File: src/common/husky_config.svh
`ifndef HUSKY_CONFIG_SVH
`define HUSKY_CONFIG_SVH

// host register bus
`define HUSKY_ADDR_W 8
`define HUSKY_DATA_W 8

// shared capture fifo
`define HUSKY_FIFO_DEPTH 16
`define HUSKY_FIFO_PTR_W 4
`define HUSKY_FIFO_CNT_W 5  // holds 0 to depth

// error led flash, pattern flips once per divider period
`define HUSKY_FLASH_DIV 16
`define HUSKY_FLASH_CNT_W 4

// REG_CTRL bit positions
`define HUSKY_CTRL_SRC_BIT 0  // 1 = logic analyzer, 0 = trace
`define HUSKY_CTRL_CLR_BIT 1  // write 1 to clear errors

`endif

File: src/common/husky_pkg.sv
`default_nettype none
`include "husky_config.svh"

package husky_pkg;

   // host register map
   // addresses not listed here read back as zero
   typedef enum logic [`HUSKY_ADDR_W-1:0] {
      REG_CTRL      = 8'h01,  // source select and clear errors
      REG_STATUS    = 8'h02,  // fifo count and flags
      REG_SCRATCH   = 8'h03,
      REG_FIFO_READ = 8'h04   // head of capture fifo, popped at end of read
   } reg_addr_e;

   // usb front end states
   typedef enum logic [1:0] {
      IDLE,
      READ,   // RDn held low, data driven out
      WRITE   // waiting for WRn to return high
   } bus_state_e;

endpackage

`default_nettype wire

File: src/usb/usb_reg_bus.sv
`default_nettype none
`include "husky_config.svh"

module usb_reg_bus (
   input  wire                       clk_usb_buf,
   input  wire                       rst_i,
   input  wire [`HUSKY_ADDR_W-1:0]   usb_addr_i,
   input  wire [`HUSKY_DATA_W-1:0]   usb_din_i,
   input  wire                       usb_rdn_i,
   input  wire                       usb_wrn_i,
   input  wire                       usb_cen_i,
   input  wire                       usb_alen_i,
   input  wire [`HUSKY_DATA_W-1:0]   reg_rdata_i,
   output logic [`HUSKY_DATA_W-1:0]  usb_dout_o,
   output logic                      usb_isout_o,
   output husky_pkg::reg_addr_e      reg_address_o,
   output logic [`HUSKY_DATA_W-1:0]  reg_wdata_o,
   output logic                      reg_read_o,
   output logic                      reg_write_o,
   output logic                      fifo_pop_o
);

   logic                      rdn_q, rdn_qq;
   logic                      wrn_q, wrn_qq;
   logic                      cen_q;
   logic                      alen_q;
   logic [`HUSKY_ADDR_W-1:0]  addr_q;
   logic [`HUSKY_DATA_W-1:0]  din_q;
   logic                      rd_fall;
   logic                      wr_fall;
   logic                      wr_rise;
   husky_pkg::bus_state_e     state;

   // strobes come from the host asynchronously, sample once
   always_ff @(posedge clk_usb_buf) begin
      if (rst_i) begin
         rdn_q  <= 1'b1;  // all strobes idle high
         rdn_qq <= 1'b1;
         wrn_q  <= 1'b1;
         wrn_qq <= 1'b1;
         cen_q  <= 1'b1;
         alen_q <= 1'b1;
      end else begin
         rdn_q  <= usb_rdn_i;
         rdn_qq <= rdn_q;
         wrn_q  <= usb_wrn_i;
         wrn_qq <= wrn_q;
         cen_q  <= usb_cen_i;
         alen_q <= usb_alen_i;
      end
   end

   assign rd_fall = rdn_qq & ~rdn_q;
   assign wr_fall = wrn_qq & ~wrn_q;
   assign wr_rise = ~wrn_qq & wrn_q;

   always_ff @(posedge clk_usb_buf) begin
      addr_q <= usb_addr_i;
      din_q  <= usb_din_i;
      if (!alen_q)
         reg_address_o <= husky_pkg::reg_addr_e'(addr_q);
      if (!wrn_q)
         reg_wdata_o <= din_q;  // ends up with data from last low cycle
   end

   always_ff @(posedge clk_usb_buf) begin
      if (rst_i) begin
         state       <= husky_pkg::IDLE;
         reg_read_o  <= 1'b0;
         reg_write_o <= 1'b0;
         fifo_pop_o  <= 1'b0;
         usb_isout_o <= 1'b0;
      end else begin
         reg_read_o  <= 1'b0;
         reg_write_o <= 1'b0;
         fifo_pop_o  <= 1'b0;
         case (state)
            husky_pkg::IDLE: begin
               if (rd_fall && !cen_q) begin
                  state       <= husky_pkg::READ;
                  reg_read_o  <= 1'b1;
                  usb_isout_o <= 1'b1;
               end else if (wr_fall && !cen_q) begin
                  state <= husky_pkg::WRITE;
               end
            end
            husky_pkg::READ: begin
               if (rdn_q) begin
                  state       <= husky_pkg::IDLE;
                  usb_isout_o <= 1'b0;
                  // host has taken the head word, advance
                  fifo_pop_o  <= (reg_address_o == husky_pkg::REG_FIFO_READ);
               end
            end
            husky_pkg::WRITE: begin
               if (wr_rise) begin
                  state       <= husky_pkg::IDLE;
                  reg_write_o <= 1'b1;
               end
            end
            default: state <= husky_pkg::IDLE;
         endcase
      end
   end

   // pad tristate lives outside, isout tells it to drive
   assign usb_dout_o = usb_isout_o ? reg_rdata_i : '0;

endmodule

`default_nettype wire

File: src/reg_control.sv
`default_nettype none
`include "husky_config.svh"

module reg_control (
   input  wire                          clk_usb_buf,
   input  wire                          rst_i,
   input  wire husky_pkg::reg_addr_e    reg_address_i,
   input  wire [`HUSKY_DATA_W-1:0]      reg_wdata_i,
   input  wire                          reg_write_i,
   input  wire                          reg_read_i,
   input  wire [`HUSKY_FIFO_CNT_W-1:0]  fifo_count_i,
   input  wire                          fifo_empty_i,
   input  wire                          fifo_full_i,
   input  wire                          fifo_overflow_i,
   output logic [`HUSKY_DATA_W-1:0]     reg_rdata_o,
   output logic                         src_sel_o,
   output logic                         clear_errors_o
);

   logic [`HUSKY_DATA_W-1:0]  scratch;
   logic [`HUSKY_DATA_W-1:0]  status_q;
   logic [`HUSKY_DATA_W-1:0]  ctrl_rd;

   always_ff @(posedge clk_usb_buf) begin
      if (rst_i) begin
         src_sel_o      <= 1'b0;  // trace by default
         clear_errors_o <= 1'b0;
         scratch        <= '0;
      end else begin
         clear_errors_o <= 1'b0;
         if (reg_write_i) begin
            case (reg_address_i)
               husky_pkg::REG_CTRL: begin
                  src_sel_o      <= reg_wdata_i[`HUSKY_CTRL_SRC_BIT];
                  clear_errors_o <= reg_wdata_i[`HUSKY_CTRL_CLR_BIT];  // one cycle only
               end
               husky_pkg::REG_SCRATCH: scratch <= reg_wdata_i;
               default: ;
            endcase
         end
      end
   end

   // status frozen at start of each read so the host sees one consistent byte
   always_ff @(posedge clk_usb_buf) begin
      if (reg_read_i)
         status_q <= {fifo_overflow_i, fifo_full_i, fifo_empty_i, fifo_count_i};
   end

   always_comb begin
      ctrl_rd = '0;
      ctrl_rd[`HUSKY_CTRL_SRC_BIT] = src_sel_o;  // clear bit always reads 0
   end

   always_comb begin
      case (reg_address_i)
         husky_pkg::REG_CTRL:    reg_rdata_o = ctrl_rd;
         husky_pkg::REG_STATUS:  reg_rdata_o = status_q;
         husky_pkg::REG_SCRATCH: reg_rdata_o = scratch;
         default:                reg_rdata_o = '0;  // other blocks own these
      endcase
   end

endmodule

`default_nettype wire

File: src/capture/capture_fifo.sv
`default_nettype none
`include "husky_config.svh"

module capture_fifo (
   input  wire                           clk_usb_buf,
   input  wire                           rst_i,
   input  wire                           trace_wr_i,
   input  wire [`HUSKY_DATA_W-1:0]       trace_data_i,
   input  wire                           la_wr_i,
   input  wire [`HUSKY_DATA_W-1:0]       la_data_i,
   input  wire                           src_sel_i,
   input  wire                           fifo_pop_i,
   input  wire                           clear_errors_i,
   output logic [`HUSKY_DATA_W-1:0]      fifo_rdata_o,
   output logic [`HUSKY_FIFO_CNT_W-1:0]  fifo_count_o,
   output logic                          fifo_empty_o,
   output logic                          fifo_full_o,
   output logic                          fifo_overflow_o
);

   logic [`HUSKY_DATA_W-1:0]     mem [`HUSKY_FIFO_DEPTH];
   logic [`HUSKY_FIFO_PTR_W-1:0] wr_ptr;
   logic [`HUSKY_FIFO_PTR_W-1:0] rd_ptr;
   logic                         src_wr;
   logic [`HUSKY_DATA_W-1:0]     src_data;
   logic                         do_wr;
   logic                         do_rd;

   // one source at a time feeds the shared buffer
   assign src_wr   = src_sel_i ? la_wr_i : trace_wr_i;
   assign src_data = src_sel_i ? la_data_i : trace_data_i;

   assign fifo_empty_o = (fifo_count_o == '0);
   assign fifo_full_o  = (fifo_count_o == `HUSKY_FIFO_DEPTH);

   // no back pressure, a write into a full fifo is simply lost
   assign do_wr = src_wr & ~fifo_full_o;
   assign do_rd = fifo_pop_i & ~fifo_empty_o;

   always_ff @(posedge clk_usb_buf) begin
      if (do_wr)
         mem[wr_ptr] <= src_data;
   end

   always_ff @(posedge clk_usb_buf) begin
      if (rst_i) begin
         wr_ptr <= '0;
         rd_ptr <= '0;
      end else begin
         if (do_wr)
            wr_ptr <= wr_ptr + 1'b1;  // wraps at depth
         if (do_rd)
            rd_ptr <= rd_ptr + 1'b1;
      end
   end

   always_ff @(posedge clk_usb_buf) begin
      if (rst_i) begin
         fifo_count_o <= '0;
      end else begin
         case ({do_wr, do_rd})
            2'b10:   fifo_count_o <= fifo_count_o + 1'b1;
            2'b01:   fifo_count_o <= fifo_count_o - 1'b1;
            default: ;  // push and pop together leave count alone
         endcase
      end
   end

   // sticky until host clears it
   always_ff @(posedge clk_usb_buf) begin
      if (rst_i) begin
         fifo_overflow_o <= 1'b0;
      end else if (clear_errors_i) begin
         fifo_overflow_o <= 1'b0;
      end else if (src_wr && fifo_full_o) begin
         fifo_overflow_o <= 1'b1;
      end
   end

   // head word, empty reads as zero
   assign fifo_rdata_o = fifo_empty_o ? '0 : mem[rd_ptr];

endmodule

`default_nettype wire

File: src/led_status.sv
`default_nettype none
`include "husky_config.svh"

module led_status (
   input  wire   clk_usb_buf,
   input  wire   rst_i,
   input  wire   error_i,
   input  wire   pll_status_i,
   output logic  led_adc_o
);

   logic [`HUSKY_FLASH_CNT_W-1:0] flash_cnt;
   logic                          flash_pattern;

   // free running, pattern flips once per full count
   always_ff @(posedge clk_usb_buf) begin
      if (rst_i) begin
         flash_cnt     <= '0;
         flash_pattern <= 1'b0;
      end else begin
         flash_cnt <= flash_cnt + 1'b1;
         if (flash_cnt == `HUSKY_FLASH_DIV - 1)
            flash_pattern <= ~flash_pattern;
      end
   end

   // fast flash on error, otherwise lit while pll is unlocked
   assign led_adc_o = error_i ? flash_pattern : ~pll_status_i;

endmodule

`default_nettype wire

File: src/husky_top.sv
`default_nettype none
`include "husky_config.svh"

module husky_top (
   input  wire                       clk_usb_buf,
   input  wire                       rst_i,
   input  wire [`HUSKY_ADDR_W-1:0]   usb_addr_i,
   input  wire [`HUSKY_DATA_W-1:0]   usb_din_i,
   input  wire                       usb_rdn_i,
   input  wire                       usb_wrn_i,
   input  wire                       usb_cen_i,
   input  wire                       usb_alen_i,
   output logic [`HUSKY_DATA_W-1:0]  usb_dout_o,
   output logic                      usb_isout_o,
   input  wire                       trace_wr_i,
   input  wire [`HUSKY_DATA_W-1:0]   trace_data_i,
   input  wire                       la_wr_i,
   input  wire [`HUSKY_DATA_W-1:0]   la_data_i,
   input  wire                       pll_status_i,
   output logic                      led_adc_o
);

   husky_pkg::reg_addr_e          reg_address;
   logic [`HUSKY_DATA_W-1:0]      reg_wdata;
   logic                          reg_read;
   logic                          reg_write;
   logic                          fifo_pop;
   logic [`HUSKY_DATA_W-1:0]      ctrl_rdata;
   logic [`HUSKY_DATA_W-1:0]      fifo_rdata;
   logic [`HUSKY_DATA_W-1:0]      fifo_blk_rdata;
   logic [`HUSKY_DATA_W-1:0]      rdata_q;
   logic [`HUSKY_DATA_W-1:0]      usb_rdata;
   logic                          src_sel;
   logic                          clear_errors;
   logic [`HUSKY_FIFO_CNT_W-1:0]  fifo_count;
   logic                          fifo_empty;
   logic                          fifo_full;
   logic                          fifo_overflow;
   logic                          fifo_addr;

   assign fifo_addr      = (reg_address == husky_pkg::REG_FIFO_READ);
   assign fifo_blk_rdata = fifo_addr ? fifo_rdata : '0;

   // readback bus, each block drives zero outside its own addresses
   always_ff @(posedge clk_usb_buf) begin
      rdata_q <= ctrl_rdata | fifo_blk_rdata;
   end

   // registered path lags the head by a cycle after a pop, so fifo reads go direct
   assign usb_rdata = fifo_addr ? fifo_rdata : rdata_q;

   usb_reg_bus i_usb_reg_bus (
      .clk_usb_buf    (clk_usb_buf),
      .rst_i          (rst_i),
      .usb_addr_i     (usb_addr_i),
      .usb_din_i      (usb_din_i),
      .usb_rdn_i      (usb_rdn_i),
      .usb_wrn_i      (usb_wrn_i),
      .usb_cen_i      (usb_cen_i),
      .usb_alen_i     (usb_alen_i),
      .reg_rdata_i    (usb_rdata),
      .usb_dout_o     (usb_dout_o),
      .usb_isout_o    (usb_isout_o),
      .reg_address_o  (reg_address),
      .reg_wdata_o    (reg_wdata),
      .reg_read_o     (reg_read),
      .reg_write_o    (reg_write),
      .fifo_pop_o     (fifo_pop)
   );

   reg_control i_reg_control (
      .clk_usb_buf      (clk_usb_buf),
      .rst_i            (rst_i),
      .reg_address_i    (reg_address),
      .reg_wdata_i      (reg_wdata),
      .reg_write_i      (reg_write),
      .reg_read_i       (reg_read),
      .fifo_count_i     (fifo_count),
      .fifo_empty_i     (fifo_empty),
      .fifo_full_i      (fifo_full),
      .fifo_overflow_i  (fifo_overflow),
      .reg_rdata_o      (ctrl_rdata),
      .src_sel_o        (src_sel),
      .clear_errors_o   (clear_errors)
   );

   capture_fifo i_capture_fifo (
      .clk_usb_buf      (clk_usb_buf),
      .rst_i            (rst_i),
      .trace_wr_i       (trace_wr_i),
      .trace_data_i     (trace_data_i),
      .la_wr_i          (la_wr_i),
      .la_data_i        (la_data_i),
      .src_sel_i        (src_sel),
      .fifo_pop_i       (fifo_pop),
      .clear_errors_i   (clear_errors),
      .fifo_rdata_o     (fifo_rdata),
      .fifo_count_o     (fifo_count),
      .fifo_empty_o     (fifo_empty),
      .fifo_full_o      (fifo_full),
      .fifo_overflow_o  (fifo_overflow)
   );

   led_status i_led_status (
      .clk_usb_buf   (clk_usb_buf),
      .rst_i         (rst_i),
      .error_i       (fifo_overflow),  // only error source kept
      .pll_status_i  (pll_status_i),
      .led_adc_o     (led_adc_o)
   );

endmodule

`default_nettype wire

File: config.mk
export PLATFORM = sky130hd
export DESIGN_NAME = husky_top
export DESIGN_NICKNAME = d
export VERILOG_FILES = /design/src/common/husky_pkg.sv /design/src/usb/usb_reg_bus.sv /design/src/reg_control.sv /design/src/capture/capture_fifo.sv /design/src/led_status.sv /design/src/husky_top.sv
export VERILOG_INCLUDE_DIRS = /design/src /design/src/common
export SDC_FILE = /design/constraint.sdc
export NUM_CORES = 1
export LEC_CHECK = 0
export ABC_AREA = 1
export ABC_CLOCK_PERIOD_IN_PS = 2090
export BUFFER_PORTS_ARGS = -buffer_cell sky130_fd_sc_hd__buf_2
export CORE_MARGIN = 4
export CORE_UTILIZATION = 55
export CTS_BUF_LIST = sky130_fd_sc_hd__clkbuf_8 sky130_fd_sc_hd__clkbuf_16
export DETAILED_ROUTE_END_ITERATION = 6
export HOLD_SLACK_MARGIN = 0.03
export PLACE_DENSITY = 0.81
export SLEW_MARGIN = 20
export SYNTH_ARGS = -nofsm -noshare
export SYNTH_HDL_FRONTEND = slang
export SYNTH_SLANG_ARGS = --single-unit
File: constraint.sdc
create_clock -name clk_usb_buf -period 2.09 [get_ports clk_usb_buf]
set_clock_uncertainty 0.05 [all_clocks]
set_input_delay 0.1045 -clock clk_usb_buf [delete_from_list [all_inputs] [get_ports clk_usb_buf]]
set_output_delay 0.1045 -clock clk_usb_buf [all_outputs]
set_load 0.01 [all_outputs]
==> impl_summary.log <==
[metrics] actual slew at the worst max-slew pin: ~0.6 ns
[metrics] TritonCTS sink count: 221
[metrics] placed cell count: 1164
[metrics] largest net degree at the start of global routing: 33
[metrics] area growth from synthesis to layout: 20.95%
[metrics] Max Freq: 452.4 MHz
[metrics] violations in the final reports: setup timing
[metrics] worst slew margin relative to its limit: 0.5983
[metrics] depth of the CTS H-tree: 1
[metrics] endpoint required time on the critical path: 1.94 ns
[metrics] vertical extent of the die: 135.4 microns
[metrics] cell types with the largest area share after synthesis: sky130_fd_sc_hd__edfxtp_1 51%, sky130_fd_sc_hd__dfxtp_1 15%, sky130_fd_sc_hd__nand2_1 10%, sky130_fd_sc_hd__nand3_1 6.5%, sky130_fd_sc_hd__inv_1 5.6%
[metrics] first-pass GRT wire length: around 32000 microns
[metrics] number of port buffers: 50
[metrics] vias: around 6600
[metrics] count of final hold-check violations: 0
[metrics] synthesized netlist net count: 939
[metrics] RSZ-0062 raised after global routing: true
[metrics] wire length per cell after detailed routing: 16.50 microns
[metrics] fraction of post-synthesis cell area in the top cell type by area: 0.5113
[metrics] Mean Syn Cell Area: 10.04 sq um
[metrics] standard cell with the maximum stage delay on the critical path: sky130_fd_sc_hd__dfxtp_4
[metrics] detailed-router iteration count before antenna repair: 6
[metrics] IO Pins: 51
[metrics] endpoint class of the critical path: output port
[metrics] clock transition at the registers of the reported paths: 0.06 ns
[metrics] fraction of final layout cells sized beyond drive strength 1: 0.1961
[metrics] netlist area before placement: slightly below 9000 sq um
[metrics] switching fraction of total power: 0.2078
[metrics] outcome: finished, violations left
[metrics] number of CTS-inserted buffers: 21
[metrics] number of inserted filler cells in the final layout: 1077
[metrics] Clock Power Share: 0.391
[metrics] kind of critical path: reg -> out
[metrics] ordered list of cells on the worst path: inv_8 -> buf_12 -> nand2_1 -> nand3_1 -> nand3_1 -> nand3_1 -> nand2_1 -> nand2_1 -> a21oi_2 -> buf_2
[metrics] Die ar.: 18330 sq um
[metrics] Pins Over Slew Limit: 0
[metrics] final worst hold slack: 0.06155 ns
[metrics] largest fanout of any net on the critical path: 30
[metrics] area of all placed cells without fillers: 10800 sq um
[metrics] maximum count of clock buffers along a single path: 3
[metrics] filler-free cell count of the finished design: 1232
[metrics] post-layout total power: 8.502 mW
[metrics] Power Internal: around 6.7 mW
[metrics] share of power burned in combinational logic: 0.044
[metrics] reported max-cap violation count: 0
[metrics] number of warning messages in the yosys log: 0
[metrics] ratio of routed vias to standard cells: ~5.3
[metrics] GRT Resource Usage Total: 0.2248
[metrics] path class of the lowest-slack min-delay path: in -> reg
[metrics] register bit total from synthesis: 221
[metrics] power spent charging and discharging nets: ~1.8 mW
[metrics] post-route clock period utilization: 1.058
[metrics] number of nets at the end of the flow: about 1100
[metrics] static leakage: 4.651 nW
[metrics] number of distinct library cell variants in the gate-level netlist after synthesis: 26
[metrics] antenna violations before repair: 0
[metrics] number of global-route vias before repair: around 6400
[metrics] half-perimeter wire length of the detailed placement result: 11950 microns
[metrics] Arrival @ worst endpoint: a little over 2 ns
[metrics] worst setup margin: -0.1205 ns
[metrics] proportion of synthesized chip area in sequential cells: 0.6660
[metrics] DRC viols: 0
[metrics] aggregate routed wire length: slightly above 20000 microns
[metrics] die width: 135.4 microns
[metrics] initial drt markers: 722
[metrics] initial standard-cell utilization of the core: 0.5620
[metrics] PwrDens: 787.3 nW/um^2
[metrics] Placer Congestion: around 0.86
[metrics] Clk Latency, worst-skew pair: 0.49 ns
[metrics] largest incremental delay on the critical path: 0.42 ns
[metrics] Cells after Synth: 889
[metrics] worst ir drop on vdd: around 0.00069 V
[metrics] area post-placement: 9668 sq um
[metrics] startpoint types: flip-flop
[metrics] clk root buf: sky130_fd_sc_hd__clkbuf_16
[metrics] minimum clock period: roughly 2.2 ns
[metrics] final count of negative-setup-slack endpoints: 9
[metrics] total number of placement rows: 46
[metrics] core region area: 15890 sq um
[metrics] sequential share of power: 0.565
[metrics] cell type contributing the most total cell area after synthesis: sky130_fd_sc_hd__edfxtp_1
[metrics] global-route congestion overflow total: 0
[metrics] TritonCTS clock tree: done
[metrics] remaining antenna violation count: 0
synth_stat cells:
| cell | n |
|---|---|
| sky130_fd_sc_hd__nand3_2 | 1 |
| sky130_fd_sc_hd__nor3_1 | 4 |
| sky130_fd_sc_hd__inv_1 | 133 |
| sky130_fd_sc_hd__inv_2 | 3 |
| sky130_fd_sc_hd__xor2_1 | 7 |
| sky130_fd_sc_hd__nand4_1 | 2 |
| sky130_fd_sc_hd__nand2_2 | 1 |
| sky130_fd_sc_hd__nor2_4 | 1 |
| sky130_fd_sc_hd__a21oi_1 | 26 |
| sky130_fd_sc_hd__nor4_2 | 1 |
| sky130_fd_sc_hd__nor4_1 | 2 |
| sky130_fd_sc_hd__nand2_1 | 243 |
| sky130_fd_sc_hd__nand2_4 | 1 |
| sky130_fd_sc_hd__edfxtp_1 | 152 |
| sky130_fd_sc_hd__xnor2_1 | 1 |
| sky130_fd_sc_hd__nor4_4 | 1 |
| sky130_fd_sc_hd__o21ai_0 | 19 |
| sky130_fd_sc_hd__clkinv_2 | 1 |
| sky130_fd_sc_hd__dfxtp_1 | 69 |
| sky130_fd_sc_hd__clkbuf_1 | 17 |
| sky130_fd_sc_hd__mux2_2 | 8 |
| sky130_fd_sc_hd__ha_1 | 9 |
| sky130_fd_sc_hd__nor2_1 | 54 |
| sky130_fd_sc_hd__buf_2 | 12 |
| sky130_fd_sc_hd__nand3_1 | 116 |
| sky130_fd_sc_hd__or2_2 | 5 |
flip-flops by register name (all words and copies together) (netlist names), 8 cells and up, named ones only:
register and cells:
i_reg_control.status_q 8, rdata_q 8, i_capture_fifo.mem 128, i_usb_reg_bus.din_q 8, i_usb_reg_bus.addr_q 8, i_reg_control.scratch 8
i_usb_reg_bus.reg_address_o 8, i_usb_reg_bus.reg_wdata_o 8
final timing paths:
kind | from | slack (ns) | depth (start not counted) | to
worst max-delay path | flip-flop | -0.12 | 10 | usb_dout_o[1]
worst min-delay path | trace_wr_i | 0.06 | 5 | i_capture_fifo.fifo_overflow_o
worst max register to register | i_capture_fifo.fifo_count_o[1] | -0.04 | 17 | i_capture_fifo.fifo_count_o[4]
worst min register to register | i_reg_control.clear_errors_o | 0.34 | 1 | i_capture_fifo.fifo_overflow_o
what timing repair did:
item / 4_1_cts / 5_1_grt
cloned: 2 / 0
endpoints found under the hold margin: 30 / 0
setup buffers: 2 / 6
endpoints found under the setup margin: 10 / 36
hold buffers: 21 / 0
pin swaps: 17 / 17
gates resized for setup: 33 / 27
layer usage:
metal  vias up  track usage  part of all wire
met1      3097       0.3045              0.40
met3        50      0.02303             0.071
li1       3107            -                 -
met4         0      0.09183             0.030
met5         -            0                 0
met2       315       0.3753              0.50
placed cells by master, fill, tap and decap left out, types with 3 or more instances in the layout:
cell and instances:
sky130_fd_sc_hd__dlygate4sd3_1 21, sky130_fd_sc_hd__buf_12 4, sky130_fd_sc_hd__inv_1 138, sky130_fd_sc_hd__nand2_1 229, sky130_fd_sc_hd__nand2_2 15, sky130_fd_sc_hd__buf_4 40
sky130_fd_sc_hd__inv_2 6, sky130_fd_sc_hd__a21oi_1 19, sky130_fd_sc_hd__nand3_2 17, sky130_fd_sc_hd__mux2_2 8, sky130_fd_sc_hd__clkbuf_16 21, sky130_fd_sc_hd__nor2_1 50
sky130_fd_sc_hd__clkinv_2 3, sky130_fd_sc_hd__nor3_1 3, sky130_fd_sc_hd__xor2_1 6, sky130_fd_sc_hd__nand3_1 100, sky130_fd_sc_hd__edfxtp_1 152, sky130_fd_sc_hd__buf_2 50
sky130_fd_sc_hd__ha_1 6, sky130_fd_sc_hd__dfxtp_1 66, sky130_fd_sc_hd__nor2_2 4, sky130_fd_sc_hd__o21ai_0 17, sky130_fd_sc_hd__a21oi_2 7, sky130_fd_sc_hd__or2_2 5
power groups by stage:
stage | clock network (mW) | logic [mW] | registers [mW]
2_1_floorplan | 0 | 0.169 | 4.89
3_3_place_gp | 0 | 0.297 | 4.89
3_5_place_dp | 0 | 0.306 | 4.90
4_1_cts | 3.36 | 0.347 | 4.80
5_1_grt | 3.53 | 0.414 | 4.81
6_report | 3.32 | 0.374 | 4.80
area by class of cell:
type                       count  area (sq um)  area share
clock buffer                  21         525.5     0.04867
tap                          216         270.3     0.02503
antenna                        1         2.502   0.0002317
timing repair buffer         119         923.4     0.08552
sequential                   221          5952      0.5512
multi-input combinational    502          2534      0.2346
inverter                     137         523.0     0.04844
clock inverter                15         67.56    0.006257
logic make-up (layout without fill, tap and decap cells):
group / Yosys count / in the layout / synth area share
AO/OA/AOI/OAI: 45 / 45 / 0.02523
XOR/XNOR: 8 / 8 / 0.007849
adder cells (fa/ha/maj): 9 / 9 / 0.01261
buffers and inverters: 166 / 292 / 0.07162
flip-flops: 221 / 221 / 0.6660
multiplexers: 8 / 8 / 0.01009
other: 0 / 1 / 0
AND/OR/NAND/NOR: 432 / 432 / 0.2066
stage by stage:
step                  util  worst slack, ns  setup TNS (ns)
floorplan                -          0.01193               0
global placement    0.6086          0.08397               0
detailed placement  0.6086         0.008866               0
CTS                 0.6714          -0.1135         -0.8000
global route        0.6796          -0.2599          -1.841
finish              0.6797          -0.1205         -0.8003
critical path, delay by kind of cell, from the launching register on:
kind | cells | cell delay, ns
AND/OR/NAND/NOR | 6 | 0.61
flip-flops | 1 | 0.42
buffers and inverters | 3 | 0.38
AO/OA/AOI/OAI | 1 | 0.16
(Power assumes the default switching activity.)
